**config.mk**
```make
export PLATFORM = sky130hd
export DESIGN_NAME = trap_ctrl_top
export DESIGN_NICKNAME = d
export VERILOG_FILES = /design/src/hw/trap_pkg.sv /design/src/hw/irq_arbiter.sv /design/src/hw/run_ctrl.sv /design/src/hw/pc_ctrl.sv /design/src/hw/trap_ctrl_top.sv
export VERILOG_INCLUDE_DIRS = /design/src /design/src/hw
export SDC_FILE = /design/constraint.sdc
export NUM_CORES = 1
export LEC_CHECK = 0
export BUFFER_PORTS_ARGS = -buffer_cell sky130_fd_sc_hd__buf_2
export CORE_MARGIN = 2
export CORE_UTILIZATION = 49
export CTS_BUF_LIST = sky130_fd_sc_hd__clkbuf_8
export CTS_CLUSTER_SIZE = 8
export DETAILED_ROUTE_END_ITERATION = 12
export GPL_ROUTABILITY_DRIVEN = 0
export PLACE_DENSITY_LB_ADDON = 0.12
export REMOVE_ABC_BUFFERS = 1
export SLEW_MARGIN = 20
export SYNTH_ARGS = -nofsm -noshare
export SYNTH_HDL_FRONTEND = slang
export SYNTH_SLANG_ARGS = --single-unit
```
**constraint.sdc**
```tcl
create_clock -name clk_i -period 4.06 [get_ports clk_i]
set_input_delay 0.203 -clock clk_i [delete_from_list [all_inputs] [get_ports clk_i]]
set_output_delay 0.203 -clock clk_i [all_outputs]
set_load 0.01 [all_outputs]
```
**src/hw/trap_defs.svh**
```systemverilog
`ifndef TRAP_DEFS_SVH
`define TRAP_DEFS_SVH

////////////////////////////////////////////////////////////////////////////
// Trap controller widths
////////////////////////////////////////////////////////////////////////////

// Code address width
`define TRAP_XLEN 32

// Number of machine interrupt lines
`define TRAP_NUM_IRQ 32

// Index of one interrupt line
`define TRAP_IRQ_ID_W 5

////////////////////////////////////////////////////////////////////////////
// mtvec mode field
////////////////////////////////////////////////////////////////////////////

// Mode bits sit in the low end of mtvec
`define TRAP_MTVEC_MODE_W 2

// Vectored mode code
// Every other code falls back to direct mode
`define TRAP_MTVEC_VECTORED 2'd1

`endif

```
**src/hw/trap_pkg.sv**
```systemverilog
`include "trap_defs.svh"

package trap_pkg;

  ////////////////////////////////////////////////////////////////////////////
  // Data types
  ////////////////////////////////////////////////////////////////////////////

  // Code address
  // Boot, mtvec, debug halt and PC values
  typedef logic [`TRAP_XLEN-1:0] addr_t;

  // One bit per interrupt line
  typedef logic [`TRAP_NUM_IRQ-1:0] irq_vec_t;

  // Interrupt line index
  typedef logic [`TRAP_IRQ_ID_W-1:0] irq_id_t;

  ////////////////////////////////////////////////////////////////////////////
  // Run state
  ////////////////////////////////////////////////////////////////////////////

  // Out of reset until fetch enable
  // Then running, with debug halt on request
  typedef enum logic [1:0] {
    RUN_RESET  = 2'b00,
    RUN_ACTIVE = 2'b01,
    RUN_HALTED = 2'b10
  } run_state_e;

endpackage

```
**src/hw/irq_arbiter.sv**
```systemverilog
`timescale 1ns/10ps

`include "trap_defs.svh"

module irq_arbiter (
  // Clock and reset
  input  logic               clk_i,
  input  logic               rst_n_i,

  // Raw interrupt lines
  input  trap_pkg::irq_vec_t irq_i,

  // Software write port of mie
  input  logic               mie_we_i,
  input  trap_pkg::irq_vec_t mie_wdata_i,

  // Winning request
  output logic               irq_pending_o,
  output trap_pkg::irq_id_t  irq_id_o
);

  import trap_pkg::*;

  // Interrupt enable register
  irq_vec_t mie_q;

  // Lines that are both raised and enabled
  irq_vec_t irq_masked;

  // Index of the lowest masked line
  irq_id_t  irq_id;

  ////////////////////////////////////////////////////////////////////////////
  // mie register
  ////////////////////////////////////////////////////////////////////////////

  // All lines disabled out of reset
  // A write is visible from the following cycle
  always_ff @(posedge clk_i) begin
    if (!rst_n_i) begin
      mie_q <= '0;
    end else if (mie_we_i) begin
      mie_q <= mie_wdata_i;
    end
  end

  ////////////////////////////////////////////////////////////////////////////
  // Masking and priority
  ////////////////////////////////////////////////////////////////////////////

  // Pending only where irq_i and mie agree
  assign irq_masked = irq_i & mie_q;

  // Lowest index wins
  // Scan from the top so the last hit is the lowest set bit
  always_comb begin
    irq_id = '0;
    for (int i = `TRAP_NUM_IRQ - 1; i >= 0; i--) begin
      if (irq_masked[i]) begin
        irq_id = irq_id_t'(i);
      end
    end
  end

  // Any masked line counts as pending
  assign irq_pending_o = |irq_masked;

  // Id is only meaningful while pending
  assign irq_id_o = irq_id;

endmodule

```
**src/hw/run_ctrl.sv**
```systemverilog
`timescale 1ns/10ps

module run_ctrl (
  // Clock and reset
  input  logic clk_i,
  input  logic rst_n_i,

  // Run requests
  input  logic fetch_enable_i,
  input  logic debug_req_i,
  input  logic dret_i,

  // Transition strobes for the PC controller
  output logic boot_pulse_o,
  output logic halt_enter_pulse_o,
  output logic halted_o,

  // Debug module status
  output logic debug_havereset_o,
  output logic debug_running_o
);

  import trap_pkg::*;

  // Run state
  run_state_e state_q;
  run_state_e state_d;

  // Registered transition strobes
  logic boot_pulse_q;
  logic halt_pulse_q;

  // Transition decodes
  logic do_boot;
  logic do_halt;

  ////////////////////////////////////////////////////////////////////////////
  // Next state
  ////////////////////////////////////////////////////////////////////////////

  always_comb begin
    state_d = state_q;
    do_boot = 1'b0;
    do_halt = 1'b0;
    case (state_q)
      // Wait for fetch enable
      RUN_RESET: begin
        if (fetch_enable_i) begin
          state_d = RUN_ACTIVE;
          do_boot = 1'b1;
        end
      end
      // Debug request halts the hart
      RUN_ACTIVE: begin
        if (debug_req_i) begin
          state_d = RUN_HALTED;
          do_halt = 1'b1;
        end
      end
      // dret resumes without a PC change
      // further debug requests ignored here
      RUN_HALTED: begin
        if (dret_i) begin
          state_d = RUN_ACTIVE;
        end
      end
      default: begin
        state_d = RUN_RESET;
      end
    endcase
  end

  ////////////////////////////////////////////////////////////////////////////
  // State and strobe registers
  ////////////////////////////////////////////////////////////////////////////

  // Strobes are high for the one cycle after the transition edge
  always_ff @(posedge clk_i) begin
    if (!rst_n_i) begin
      state_q      <= RUN_RESET;
      boot_pulse_q <= 1'b0;
      halt_pulse_q <= 1'b0;
    end else begin
      state_q      <= state_d;
      boot_pulse_q <= do_boot;
      halt_pulse_q <= do_halt;
    end
  end

  assign boot_pulse_o       = boot_pulse_q;
  assign halt_enter_pulse_o = halt_pulse_q;

  // Status levels straight from the state
  assign halted_o          = (state_q == RUN_HALTED);
  assign debug_running_o   = (state_q == RUN_ACTIVE);
  assign debug_havereset_o = (state_q == RUN_RESET);

endmodule

```
**src/hw/pc_ctrl.sv**
```systemverilog
`timescale 1ns/10ps

`include "trap_defs.svh"

module pc_ctrl (
  // Clock and reset
  input  logic              clk_i,
  input  logic              rst_n_i,

  // Static target addresses
  input  trap_pkg::addr_t   boot_addr_i,
  input  trap_pkg::addr_t   mtvec_addr_i,
  input  trap_pkg::addr_t   dm_halt_addr_i,

  // From the run-state controller
  input  logic              boot_pulse_i,
  input  logic              halt_enter_pulse_i,
  input  logic              halted_i,

  // From the interrupt arbiter
  input  logic              irq_pending_i,
  input  trap_pkg::irq_id_t irq_id_i,

  // Return from trap
  input  logic              mret_i,

  // PC set and acknowledge
  output logic              pc_set_o,
  output trap_pkg::addr_t   pc_o,
  output logic              irq_ack_o,
  output trap_pkg::irq_id_t irq_id_o
);

  import trap_pkg::*;

  // Global interrupt enable
  logic    irq_en_q;

  // Set once the boot jump has gone out
  logic    booted_q;

  // Registered outputs
  logic    pc_set_q;
  logic    irq_ack_q;
  addr_t   pc_q;
  irq_id_t irq_id_q;

  // Trap vector pieces
  logic [`TRAP_MTVEC_MODE_W-1:0] trap_mode;
  addr_t   trap_base;
  addr_t   trap_offset;
  addr_t   trap_target;

  // Source selection
  logic    irq_allowed;
  logic    take_boot;
  logic    take_halt;
  logic    take_irq;

  ////////////////////////////////////////////////////////////////////////////
  // Trap target
  ////////////////////////////////////////////////////////////////////////////

  // Mode lives in the low bits of mtvec
  assign trap_mode = mtvec_addr_i[`TRAP_MTVEC_MODE_W-1:0];

  // Word aligned base
  assign trap_base = {mtvec_addr_i[`TRAP_XLEN-1:2], 2'b00};

  // Four bytes per vector slot
  assign trap_offset = addr_t'({irq_id_i, 2'b00});

  assign trap_target = (trap_mode == `TRAP_MTVEC_VECTORED) ? trap_base + trap_offset :
                                                             trap_base;

  ////////////////////////////////////////////////////////////////////////////
  // Source priority
  ////////////////////////////////////////////////////////////////////////////

  // No interrupts before boot, while halted or on halt entry
  // A PC set in flight also holds off the next one
  assign irq_allowed = irq_en_q & booted_q & ~halted_i & ~halt_enter_pulse_i & ~pc_set_q;

  // Boot first, then halt entry, then interrupt
  assign take_boot = boot_pulse_i;
  assign take_halt = halt_enter_pulse_i & ~boot_pulse_i;
  assign take_irq  = irq_pending_i & irq_allowed & ~boot_pulse_i;

  ////////////////////////////////////////////////////////////////////////////
  // Registers
  ////////////////////////////////////////////////////////////////////////////

  always_ff @(posedge clk_i) begin
    if (!rst_n_i) begin
      irq_en_q  <= 1'b1;
      booted_q  <= 1'b0;
      pc_set_q  <= 1'b0;
      irq_ack_q <= 1'b0;
      pc_q      <= '0;
      irq_id_q  <= '0;
    end else begin
      // One-cycle strobes
      pc_set_q  <= take_boot | take_halt | take_irq;
      irq_ack_q <= take_irq;

      if (boot_pulse_i) begin
        booted_q <= 1'b1;
      end

      // Target held until the next PC set
      if (take_boot) begin
        pc_q <= boot_addr_i;
      end else if (take_halt) begin
        pc_q <= dm_halt_addr_i;
      end else if (take_irq) begin
        pc_q <= trap_target;
      end

      if (take_irq) begin
        irq_id_q <= irq_id_i;
      end

      // Taking a trap masks further ones until mret
      if (take_irq) begin
        irq_en_q <= 1'b0;
      end else if (mret_i) begin
        irq_en_q <= 1'b1;
      end
    end
  end

  assign pc_set_o  = pc_set_q;
  assign pc_o      = pc_q;
  assign irq_ack_o = irq_ack_q;
  assign irq_id_o  = irq_id_q;

endmodule

```
**src/hw/trap_ctrl_top.sv**
```systemverilog
`timescale 1ns/10ps

module trap_ctrl_top (
  // Clock and reset
  input  logic               clk_i,
  input  logic               rst_n_i,

  // Boot control
  input  logic               fetch_enable_i,
  input  trap_pkg::addr_t    boot_addr_i,

  // Trap vector and debug halt address
  input  trap_pkg::addr_t    mtvec_addr_i,
  input  trap_pkg::addr_t    dm_halt_addr_i,

  // Interrupts
  input  trap_pkg::irq_vec_t irq_i,
  input  logic               mie_we_i,
  input  trap_pkg::irq_vec_t mie_wdata_i,
  input  logic               mret_i,

  // Debug requests
  input  logic               debug_req_i,
  input  logic               dret_i,

  // Next PC
  output logic               pc_set_o,
  output trap_pkg::addr_t    pc_o,

  // Interrupt acknowledge
  output logic               irq_ack_o,
  output trap_pkg::irq_id_t  irq_id_o,

  // Debug status
  output logic               debug_havereset_o,
  output logic               debug_running_o,
  output logic               debug_halted_o
);

  import trap_pkg::*;

  // Arbiter to PC controller
  logic    irq_pending;
  irq_id_t irq_id;

  // Run control to PC controller
  logic    boot_pulse;
  logic    halt_enter_pulse;
  logic    halted;

  ////////////////////////////////////////////////////////////////////////////
  // Interrupt arbiter
  ////////////////////////////////////////////////////////////////////////////

  irq_arbiter u_irq_arbiter (
    .clk_i         ( clk_i       ),
    .rst_n_i       ( rst_n_i     ),
    .irq_i         ( irq_i       ),
    .mie_we_i      ( mie_we_i    ),
    .mie_wdata_i   ( mie_wdata_i ),
    .irq_pending_o ( irq_pending ),
    .irq_id_o      ( irq_id      )
  );

  ////////////////////////////////////////////////////////////////////////////
  // Run state
  ////////////////////////////////////////////////////////////////////////////

  run_ctrl u_run_ctrl (
    .clk_i              ( clk_i             ),
    .rst_n_i            ( rst_n_i           ),
    .fetch_enable_i     ( fetch_enable_i    ),
    .debug_req_i        ( debug_req_i       ),
    .dret_i             ( dret_i            ),
    .boot_pulse_o       ( boot_pulse        ),
    .halt_enter_pulse_o ( halt_enter_pulse  ),
    .halted_o           ( halted            ),
    .debug_havereset_o  ( debug_havereset_o ),
    .debug_running_o    ( debug_running_o   )
  );

  // Halted level doubles as the debug status pin
  assign debug_halted_o = halted;

  ////////////////////////////////////////////////////////////////////////////
  // PC selection
  ////////////////////////////////////////////////////////////////////////////

  pc_ctrl u_pc_ctrl (
    .clk_i              ( clk_i            ),
    .rst_n_i            ( rst_n_i          ),
    .boot_addr_i        ( boot_addr_i      ),
    .mtvec_addr_i       ( mtvec_addr_i     ),
    .dm_halt_addr_i     ( dm_halt_addr_i   ),
    .boot_pulse_i       ( boot_pulse       ),
    .halt_enter_pulse_i ( halt_enter_pulse ),
    .halted_i           ( halted           ),
    .irq_pending_i      ( irq_pending      ),
    .irq_id_i           ( irq_id           ),
    .mret_i             ( mret_i           ),
    .pc_set_o           ( pc_set_o         ),
    .pc_o               ( pc_o             ),
    .irq_ack_o          ( irq_ack_o        ),
    .irq_id_o           ( irq_id_o         )
  );

endmodule

```
==> results of run 1 <==
## cell families after synthesis
logic type | share of synthesized area (%)
adders and majority gates | 1.74
and+or+nand+nor | 22.8
buffers and inverters | 4.23
xor gates and xnor gates | 4.25
AOI/OAI and AO/OA | 26.0
DFF | 32.5
muxes | 8.45
## cell usage after synthesis, types with 6 or more instances
master,n
xnor2_1,11
o221ai_1,7
a22oi_1,16
a21oi_1,30
a211oi_1,6
xor2_1,12
nor2_1,18
a222oi_1,7
nand4_1,15
nand2_1,57
inv_1,12
mux2i_1,40
dfxtp_1,77
a22oi_2,9
nand3_1,12
clkbuf_1,21
o21a_1,8
nor3_1,11
nor4_1,8
a22o_1,7
nor2b_1,39
o21ai_0,34
## area by class of cell
cell class              count  area, um2
fillers                   858       3270
multi-input cells         432       3000
flip-flops and latches     77       1540
repair buffers            215       1090
well taps                 129        161
clock buffers               9        124
clock inverters             7       91.3
inverters                  12       45.0
## power by group through the flow
| stage | Sequential (mW) | Clock, mW | Combinational (mW) |
|---|---|---|---|
| final | 0.864 | 0.643 | 0.595 |
| after global routing | 0.872 | 0.687 | 0.655 |
| after CTS | 0.862 | 0.649 | 0.589 |
| after detailed placement | 0.879 | 0 | 0.587 |
| after global placement | 0.876 | 0 | 0.573 |
| after floorplan | 0.897 | 0 | 0.311 |
## sequential cells by signal, summed over array words and instances, names as in the netlist
register                       flops
u_run_ctrl.boot_pulse_o            1
u_run_ctrl.state_q                 2
u_pc_ctrl.irq_ack_o                1
u_pc_ctrl.pc_o                    32
u_pc_ctrl.irq_id_o                 5
u_pc_ctrl.booted_q                 1
u_run_ctrl.halt_enter_pulse_o      1
u_pc_ctrl.pc_set_o                 1
u_pc_ctrl.irq_en_q                 1
u_irq_arbiter.mie_q               32
## tightest hold or removal path, delay by kind of cell
family | cells | cell delay [ns]
AND/OR/NAND/NOR | 1 | 0.10
buffers and inverters | 1 | 0.07
multiplexers | 1 | 0.05
## worst min-delay path by stage
| stage | from | to | slack, ns | cells after the start |
|---|---|---|---|---|
| 2_1_floorplan | rst_n_i | u_pc_ctrl.irq_en_q$_SDFFE_PN1P_ | 0.28 | 1 |
| 3_3_place_gp | u_pc_ctrl.pc_o[1]$_SDFFE_PN0P_ | u_pc_ctrl.pc_o[1]$_SDFFE_PN0P_ | 0.45 | 2 |
| 6_report | mie_wdata_i[15] | u_irq_arbiter.mie_q[15]$_SDFFE_PN0P_ | 0.1 | 3 |
| 4_1_cts | mie_wdata_i[16] | u_irq_arbiter.mie_q[16]$_SDFFE_PN0P_ | 0.1 | 3 |
| 5_1_grt | mie_wdata_i[0] | u_irq_arbiter.mie_q[0]$_SDFFE_PN0P_ | 0.1 | 3 |
| 3_5_place_dp | u_pc_ctrl.irq_id_o[0]$_SDFFE_PN0P_ | u_pc_ctrl.irq_id_o[0]$_SDFFE_PN0P_ | 0.46 | 2 |
## metal layers
metal / up-vias / share of wire [%]
met4: 0 / 1.7
met3: 22 / 8.5
li1: 2457 / -
met5: - / 0
met2: 244 / 45
met1: 2349 / 44
## metrics by stage
stage,cell area (um2),setup WS (ns),cells,hold WS (ns),power (mW)
2_1_floorplan,4580,0.583,521,0.279,1.21
3_3_place_gp,5840,0.560,865,0.449,1.45
3_5_place_dp,5840,0.465,865,0.458,1.47
4_1_cts,6050,0.429,881,0.0986,2.10
5_1_grt,6050,0.0624,881,0.0988,2.21
6_report,6050,0.381,881,0.0987,2.10
==> flow_summary.toml, run 1 <==
[outcome]
status = "complete, no violations"

[die]
io_pins = 209
die_w_um = 102
die_area_mm2 = 0.0105
die_h_um = 102
rows = 35
core_area_mm2 = 0.00933
start_util_pct = 50.8

[setup_path]
critPathCapture = "u_pc_ctrl.pc_o[14]$_SDFFE_PN0P_"
worst_ep_required_time_ns = 4.28
rrSetupSlack_ns = 0.38
crit_start = "u_irq_arbiter.mie_q[28]$_SDFFE_PN0P_"
crit_top_cell = "a21oi_1"
critPathMaxStageDelay_ns = 0.54
critPathTopFamily = "compound AO/OA/AOI/OAI gates"
cp_cell_sequence = "a22o_1 -> o211a_1 -> o21ai_0 -> a21oi_1 -> o31ai_1 -> fa_1 -> a211o_1 -> a21oi_1 -> buf_4 -> or4_1 -> xnor2_1 -> a222oi_1 -> a21oi_1"
r2r_start = "u_irq_arbiter.mie_q[28]$_SDFFE_PN0P_"
path_buf_inv = 1
rr_worst_depth = 13
cp_slowest_cell = "o31ai_1"
path_class = "flip-flop to flip-flop"
cp_max_fo = 11
worstReg2RegEnd = "u_pc_ctrl.pc_o[14]$_SDFFE_PN0P_"
cp.arrival_ns = 3.90
cp-start-kind = "flip-flop"
cp-end-kind = "flip-flop"
path_depth = 13

[timing]
finalCriticalPeriod_ns = 3.68
clock_skew_ns = 0.0148
finalMaxSlewViolations = 0
grt_setup_unrepaired = "no"
max_freq_mhz = 272
tns_ns = 0
finalSetupViolCount = 0
fin_crit_sh_pct = 90.6
max-slew-margin-rel_pct = 36.9
tightestPinTransition_ns = 0.947
hold_violations = 0

[synthesis]
yosys_warnings = 0
post_synth.cell_area_avg_um2 = 8.55
synth_edf_count = 0
ys_ff_latch = 77
async_reset_ff_share_pct = 0
ys_top_cells_by_area = "dfxtp_1 33%, mux2i_1 8.5%, nor2b_1 5.2%"
yosysTopAreaCellShare_pct = 32.5
synth_top_cell_by_area = "dfxtp_1"
synth_area_mm2 = 0.00474
ys_types = 71
yosysSeqAreaShare_pct = 32.5
netlist_instances = 554
synth_ff_type = "dfxtp_1"

[detailed_routing]
drt_wl_total_mm = 14.6
firstDrtPassIters = 7
via_per_inst = 5.76
final_antenna_net_count = 0
drtIter0Drc = 294
drc = 0
dr_total_vias = 5072
avgRoutedWirePerCell_um = 16.6

[global_routing]
grt_remaining_overflow = 0
grt_pass1_wl_mm = 22.6
antenna_found_initial = 0
grt_max_degree = 39
grt_pass1_vias = 4712
grt_use_met2_pct = 44.0
use_met3_pct = 4.65
grt_busiest_layer = "met2"
use_met1_pct = 37.5
grt_util_all_layers_pct = 27.4

[clock_tree]
cts-root-buf = "clkbuf_8"
path_clk_slew_ns = 0.09
clk_latency_ns = 0.36
clk_path_buf_depth = 2
cts_hold_buf = 0
cts_tree = "built"
cts_inserted_buffers = 9
postCtsSetupBuffers = 0
numClockSinks = 77
cts.htree.levels = 3
post_cts_resized = 0

[min_path]
hp-class = "input port to flip-flop"

[place]
portBuffers = 208
dp_hpwl_mm = 11.2

[power_and_ir_drop]
intPower_mw = 1.43
p_clk_share_pct = 30.6
switchingPower_mw = 0.674
power.share.switching_pct = 32.1
power_density_mw_per_mm2 = 347
seqPwrFrac_pct = 41.1
irDropWorstVdd_mv = 0.187
power_leakage_nw = 2.77
comb_power_share_pct = 28.3

[final_layout]
area_growth_pct = 27.8
final_common_cell = "buf_2"
final_nets = 920
drive_gt1_share_pct = 34.2
final_core_util_pct = 64.9
final_cell_mix = "208 x buf_2, 77 x dfxtp_1, 57 x nand2_1"
diodes = 0

[run]
maxCapViolations = 0
Note: power is estimated with default switching activity, not from simulation.
==> run 2, diff against run 1 <==
--- a/config.mk
+++ b/config.mk
@@ -13,7 +13,7 @@
 export CTS_CLUSTER_SIZE = 8
 export DETAILED_ROUTE_END_ITERATION = 12
 export GPL_ROUTABILITY_DRIVEN = 0
-export PLACE_DENSITY_LB_ADDON = 0.12
+export PLACE_DENSITY = 0.82
 export REMOVE_ABC_BUFFERS = 1
 export SLEW_MARGIN = 20
 export SYNTH_ARGS = -nofsm -noshare
==> run 2 against run 1 <==
  * Non-clock buffer count shrank 2
  * Combinational power is 0.8% lower
  * Sequential power is 0.6% higher
  * Global-route usage about the same
  * Wire length increased by 2.4%
  * Core utilization decreased by 0.16 points
  * Worst hold slack gained 0.0013 ns
  * First-iteration DRC count fell by 6.8%
  * Critical path depth grew 1
  * Count of clock-buffer cells in the layout is 2 higher
  * Design area is 0.25% lower
  * Largest power group unchanged
==> flow_summary.toml, run 2 (synthesis results as in run 1) <==
[outcome]
status = "complete, no violations"

[timing]
fin_crit_sh_pct = 88.6
max_freq_mhz = 278
finalCriticalPeriod_ns = 3.60
tightestPinTransition_ns = 0.924
grt_setup_unrepaired = "no"
clock_skew_ns = 0.0104
hold_violations = 0
whs_ns = 0.100
finalSetupViolCount = 0
finalMaxSlewViolations = 0
tns_ns = 0
max-slew-margin-rel_pct = 38.4

[global_routing]
grt_max_degree = 49
grt_pass1_vias = 4781
grt_remaining_overflow = 0
antenna_found_initial = 0
grt_util_all_layers_pct = 27.4
grt_pass1_wl_mm = 22.6

[clock_tree]
postCtsSetupBuffers = 0
clk_latency_ns = 0.36
cts_tree = "built"
cts-root-buf = "clkbuf_8"
cts_hold_buf = 0
cts.htree.levels = 3
cts_inserted_buffers = 9
numClockSinks = 77
post_cts_resized = 0
clk_path_buf_depth = 2
path_clk_slew_ns = 0.09

[final_layout]
final_cell_mix = "208 x buf_2, 77 x dfxtp_1, 57 x nand2_1"
fill_cells = 820
final_common_cell = "buf_2"
final_nets = 918
area_growth_pct = 27.5
drive_gt1_share_pct = 34.3

[setup_path]
cp_max_fo = 6
critPathMaxStageDelay_ns = 0.52
cp.arrival_ns = 3.81
path_class = "flip-flop to flip-flop"
cp-end-kind = "flip-flop"
crit_top_cell = "a21oi_1"
cp-start-kind = "flip-flop"
cp_cell_sequence = "nand2_1 -> a32o_1 -> a21boi_0 -> nand3_1 -> o31a_1 -> nor2b_1 -> ha_1 -> fa_1 -> a211o_1 -> a21oi_1 -> or4_1 -> xnor2_1 -> a222oi_1 -> a21oi_1"
worst_ep_required_time_ns = 4.28
cp_slowest_cell = "or4_1"

[detailed_routing]
firstDrtPassIters = 8
dr_total_vias = 5103
drc = 0
via_per_inst = 5.79
final_antenna_net_count = 0
drtIter0Drc = 274
avgRoutedWirePerCell_um = 17.0
drt_wl_total_mm = 15.0

[min_path]
hp-class = "input port to flip-flop"

[place]
portBuffers = 208
dp_hpwl_mm = 11.4

[die]
start_util_pct = 50.8
rows = 35
core_area_mm2 = 0.00933
die_area_mm2 = 0.0105
io_pins = 209
die_w_um = 102
die_h_um = 102

[power_and_ir_drop]
irDropWorstVdd_mv = 0.191
power_leakage_nw = 2.75
power_density_mw_per_mm2 = 344

[run]
maxCapViolations = 0
run 2: worst max-delay path, delay by kind of cell (launching register included):
family | cells | cell delay (ns)
AO/OA/AOI/OAI | 7 | 1.56
XOR/XNOR | 1 | 0.17
adder cells (fa/ha/maj) | 2 | 0.48
flip-flops | 1 | 0.38
AND/OR/NAND/NOR | 4 | 0.88
run 2: layer usage:
metal | share of wire [%] | GRT usage, % | wire length (um) | vias to the layer above
met2 | 49 | 46.0 | 7270 | 213
li1 | - | - | - | 2470
met5 | 0 | 0 | 0 | -
met1 | 42 | 34.9 | 6350 | 2386
met3 | 6.2 | 3.63 | 928 | 34
met4 | 2.9 | 12.9 | 430 | 0
run 2: path summary, 6_finish.rpt:
path                                                           start                                   end  slack, ns  cells after the start
worst max-delay path            u_irq_arbiter.mie_q[13]$_SDFFE_PN0P_       u_pc_ctrl.pc_o[14]$_SDFFE_PN0P_       0.46                     14
worst min register to register        u_pc_ctrl.pc_o[1]$_SDFFE_PN0P_        u_pc_ctrl.pc_o[1]$_SDFFE_PN0P_       0.47                      2
worst max register to register  u_irq_arbiter.mie_q[13]$_SDFFE_PN0P_       u_pc_ctrl.pc_o[14]$_SDFFE_PN0P_       0.46                     14
worst min-delay path                                 mie_wdata_i[12]  u_irq_arbiter.mie_q[12]$_SDFFE_PN0P_        0.1                      3
run 2: layout make-up:
cell class	count	area, um2	area share (%)
Inverter	12	45.0	0.746
Tap cell	129	161	2.67
Timing Repair Buffer	213	1080	17.9
Antenna cell	2	5.00	0.0829
Clock buffer	11	151	2.51
Sequential cell	77	1540	25.5
Clock inverter	5	58.8	0.974
Multi-Input combinational cell	432	3000	49.6
run 2: per-stage QoR:
stage          utilization [%]  instances  worst slack (ns)  total power, mW  cell area [um2]
4_1_cts                   64.7        879             0.459             2.07             6030
6_report                  64.7        881             0.463             2.08             6040
2_1_floorplan                -        521             0.583             1.21             4580
5_1_grt                   64.7        879             0.177             2.18             6030
3_5_place_dp              62.4        863             0.491             1.46             5820
3_3_place_gp              62.4        863             0.600             1.45             5820
run 2: report_power, final:
group / switching [mW] / internal, mW / total, mW
sequential: 0.0487 / 0.820 / 0.869
clock: 0.299 / 0.318 / 0.617
combinational: 0.327 / 0.262 / 0.590
==> run 3, diff against run 2 <==
--- a/config.mk
+++ b/config.mk
@@ -6,12 +6,12 @@
 export SDC_FILE = /design/constraint.sdc
 export NUM_CORES = 1
 export LEC_CHECK = 0
-export BUFFER_PORTS_ARGS = -buffer_cell sky130_fd_sc_hd__buf_2
 export CORE_MARGIN = 2
-export CORE_UTILIZATION = 49
+export CORE_UTILIZATION = 66
 export CTS_BUF_LIST = sky130_fd_sc_hd__clkbuf_8
 export CTS_CLUSTER_SIZE = 8
 export DETAILED_ROUTE_END_ITERATION = 12
+export DONT_BUFFER_PORTS = 1
 export GPL_ROUTABILITY_DRIVEN = 0
 export PLACE_DENSITY = 0.82
 export REMOVE_ABC_BUFFERS = 1
==> run 3 against run 2 <==
  * Global-route usage increased by 5.9 points
  * Maximum frequency fell by 1.9%
  * Critical path depth did not move
  * Register-to-register slack worse by 0.07 ns
  * First-iteration DRC count grew 69%
  * Combinational power decreased by 29%
  * Power down 6.6%
  * Clock skew increased by 0.0017 ns
  * Cell count fell by 27%
  * Highest routed layer unchanged
==> flow_summary.toml, run 3 (synthesis results as in run 1) <==
[outcome]
status = "complete, no violations"

[timing]
finalMaxSlewViolations = 0
tns_ns = 0
hold_violations = 0
finalSetupViolCount = 0
fin_crit_sh_pct = 90.4
tightestPinTransition_ns = 0.949
whs_ns = 0.0116
clock_skew_ns = 0.0121
max_freq_mhz = 273
max-slew-margin-rel_pct = 36.7
finalCriticalPeriod_ns = 3.67
grt_setup_unrepaired = "no"

[power_and_ir_drop]
power_density_mw_per_mm2 = 388
irDropWorstVdd_mv = 0.236
power_leakage_nw = 1.91

[global_routing]
grt_remaining_overflow = 0
grt_util_all_layers_pct = 33.3
grt_pass1_vias = 4114
grt_pass1_wl_mm = 20.3
grt_max_degree = 61
antenna_found_initial = 0

[detailed_routing]
avgRoutedWirePerCell_um = 21.2
final_antenna_net_count = 0
via_per_inst = 6.73
firstDrtPassIters = 7
drc = 0
drt_wl_total_mm = 13.6
dr_total_vias = 4314
drtIter0Drc = 464

[clock_tree]
cts.htree.levels = 3
cts_inserted_buffers = 9
cts_tree = "built"
cts_hold_buf = 4
clk_path_buf_depth = 2
numClockSinks = 77
postCtsSetupBuffers = 0
clk_latency_ns = 0.35
cts-root-buf = "clkbuf_8"
post_cts_resized = 0
path_clk_slew_ns = 0.10

[setup_path]
cp_max_fo = 11
path_class = "flip-flop to flip-flop"
cp-start-kind = "flip-flop"
path_buf_inv = 1
cp-end-kind = "flip-flop"
r2r_start = "u_irq_arbiter.mie_q[6]$_SDFFE_PN0P_"
worstReg2RegEnd = "u_pc_ctrl.pc_o[14]$_SDFFE_PN0P_"
critPathTopFamily = "compound AO/OA/AOI/OAI gates"
critPathMaxStageDelay_ns = 0.50
worst_ep_required_time_ns = 4.30
rr_worst_depth = 14
cp.arrival_ns = 3.91
rrSetupSlack_ns = 0.39
cp_cell_sequence = "a222oi_1 -> a21boi_0 -> nand3_1 -> o31a_1 -> nor2b_1 -> ha_1 -> fa_1 -> a211o_1 -> a21oi_1 -> buf_4 -> or4_1 -> xnor2_1 -> a222oi_1 -> a21oi_1"
cp_slowest_cell = "or4_1"

[min_path]
holdPathStages = 2
whs_endpoint = "u_pc_ctrl.pc_o[11]$_SDFFE_PN0P_"
min_from = "rst_n_i"
hp-class = "input port to flip-flop"

[final_layout]
final_cell_mix = "77 x dfxtp_1, 57 x nand2_1, 40 x mux2i_1"
diodes = 0
regArea_mm2 = 0.00154
final_nets = 713
final_common_cell = "dfxtp_1"
drive_gt1_share_pct = 8.99
multi_input_area_mm2 = 0.00300
fill_cells = 566
area_growth_pct = 5.41

[die]
rows = 30
start_util_pct = 69.0
die_area_mm2 = 0.00787
core_area_mm2 = 0.00687
io_pins = 209
die_w_um = 88.7
die_h_um = 88.7

[place]
dp_hpwl_mm = 9.76
portBuffers = 0

[run]
maxCapViolations = 0
## run 3: worst max-delay path by stage
stage / start / endpoint / slack (ns) / cells past startpoint
2_1_floorplan: u_irq_arbiter.mie_q[30]$_SDFFE_PN0P_ / u_pc_ctrl.pc_o[16]$_SDFFE_PN0P_ / 0.58 / 14
3_3_place_gp: u_irq_arbiter.mie_q[13]$_SDFFE_PN0P_ / u_pc_ctrl.pc_o[14]$_SDFFE_PN0P_ / 0.63 / 15
3_5_place_dp: u_irq_arbiter.mie_q[6]$_SDFFE_PN0P_ / u_pc_ctrl.pc_o[14]$_SDFFE_PN0P_ / 0.47 / 14
4_1_cts: u_irq_arbiter.mie_q[6]$_SDFFE_PN0P_ / u_pc_ctrl.pc_o[14]$_SDFFE_PN0P_ / 0.44 / 14
5_1_grt: u_irq_arbiter.mie_q[6]$_SDFFE_PN0P_ / u_pc_ctrl.pc_o[14]$_SDFFE_PN0P_ / 0.11 / 14
6_report: u_irq_arbiter.mie_q[6]$_SDFFE_PN0P_ / u_pc_ctrl.pc_o[14]$_SDFFE_PN0P_ / 0.39 / 14
## run 3: worst reg2reg max path: cells and delay by family (launching register included)
family,cells,cell delay [ns]
AOI/OAI and AO/OA,7,1.59
buffers and inverters,1,0.19
adders and majority gates,2,0.50
xor gates and xnor gates,1,0.14
and+or+nand+nor,3,0.78
DFF,1,0.36
## run 3: power by group
| part | total [mW] | leakage, nW | internal (mW) | switching [mW] |
|---|---|---|---|---|
| sequential | 0.896 | 0.635 | 0.821 | 0.0754 |
| combinational | 0.419 | 1.16 | 0.182 | 0.237 |
| clock | 0.625 | 0.107 | 0.299 | 0.326 |
| total | 1.94 | 1.91 | 1.30 | 0.638 |
## run 3: through the flow
step	area [um2]	setup WS, ns	utilization [%]	instances	total power, mW
after floorplan	4580	0.583	-	521	1.21
after CTS	4990	0.437	72.7	641	1.94
after global placement	4730	0.629	68.9	621	1.29
after global routing	4990	0.108	72.7	641	2.03
final	4990	0.392	72.7	641	1.94
after detailed placement	4730	0.466	68.9	621	1.31
## run 3: layout make-up
| cell class | count | area share, % |
|---|---|---|
| Sequential cell | 77 | 30.9 |
| Tap cell | 96 | 2.41 |
| Multi-Input combinational cell | 432 | 60.0 |
| Inverter | 12 | 0.902 |
| Timing Repair Buffer | 8 | 1.60 |
| Clock buffer | 9 | 2.48 |
| Clock inverter | 7 | 1.70 |
## run 3: routing by layer
metal  GRT usage [%]  wire (um)
met1            42.8       5480
met4            9.78        254
met5               0          0
met3            12.6       1720
met2            52.2       6160
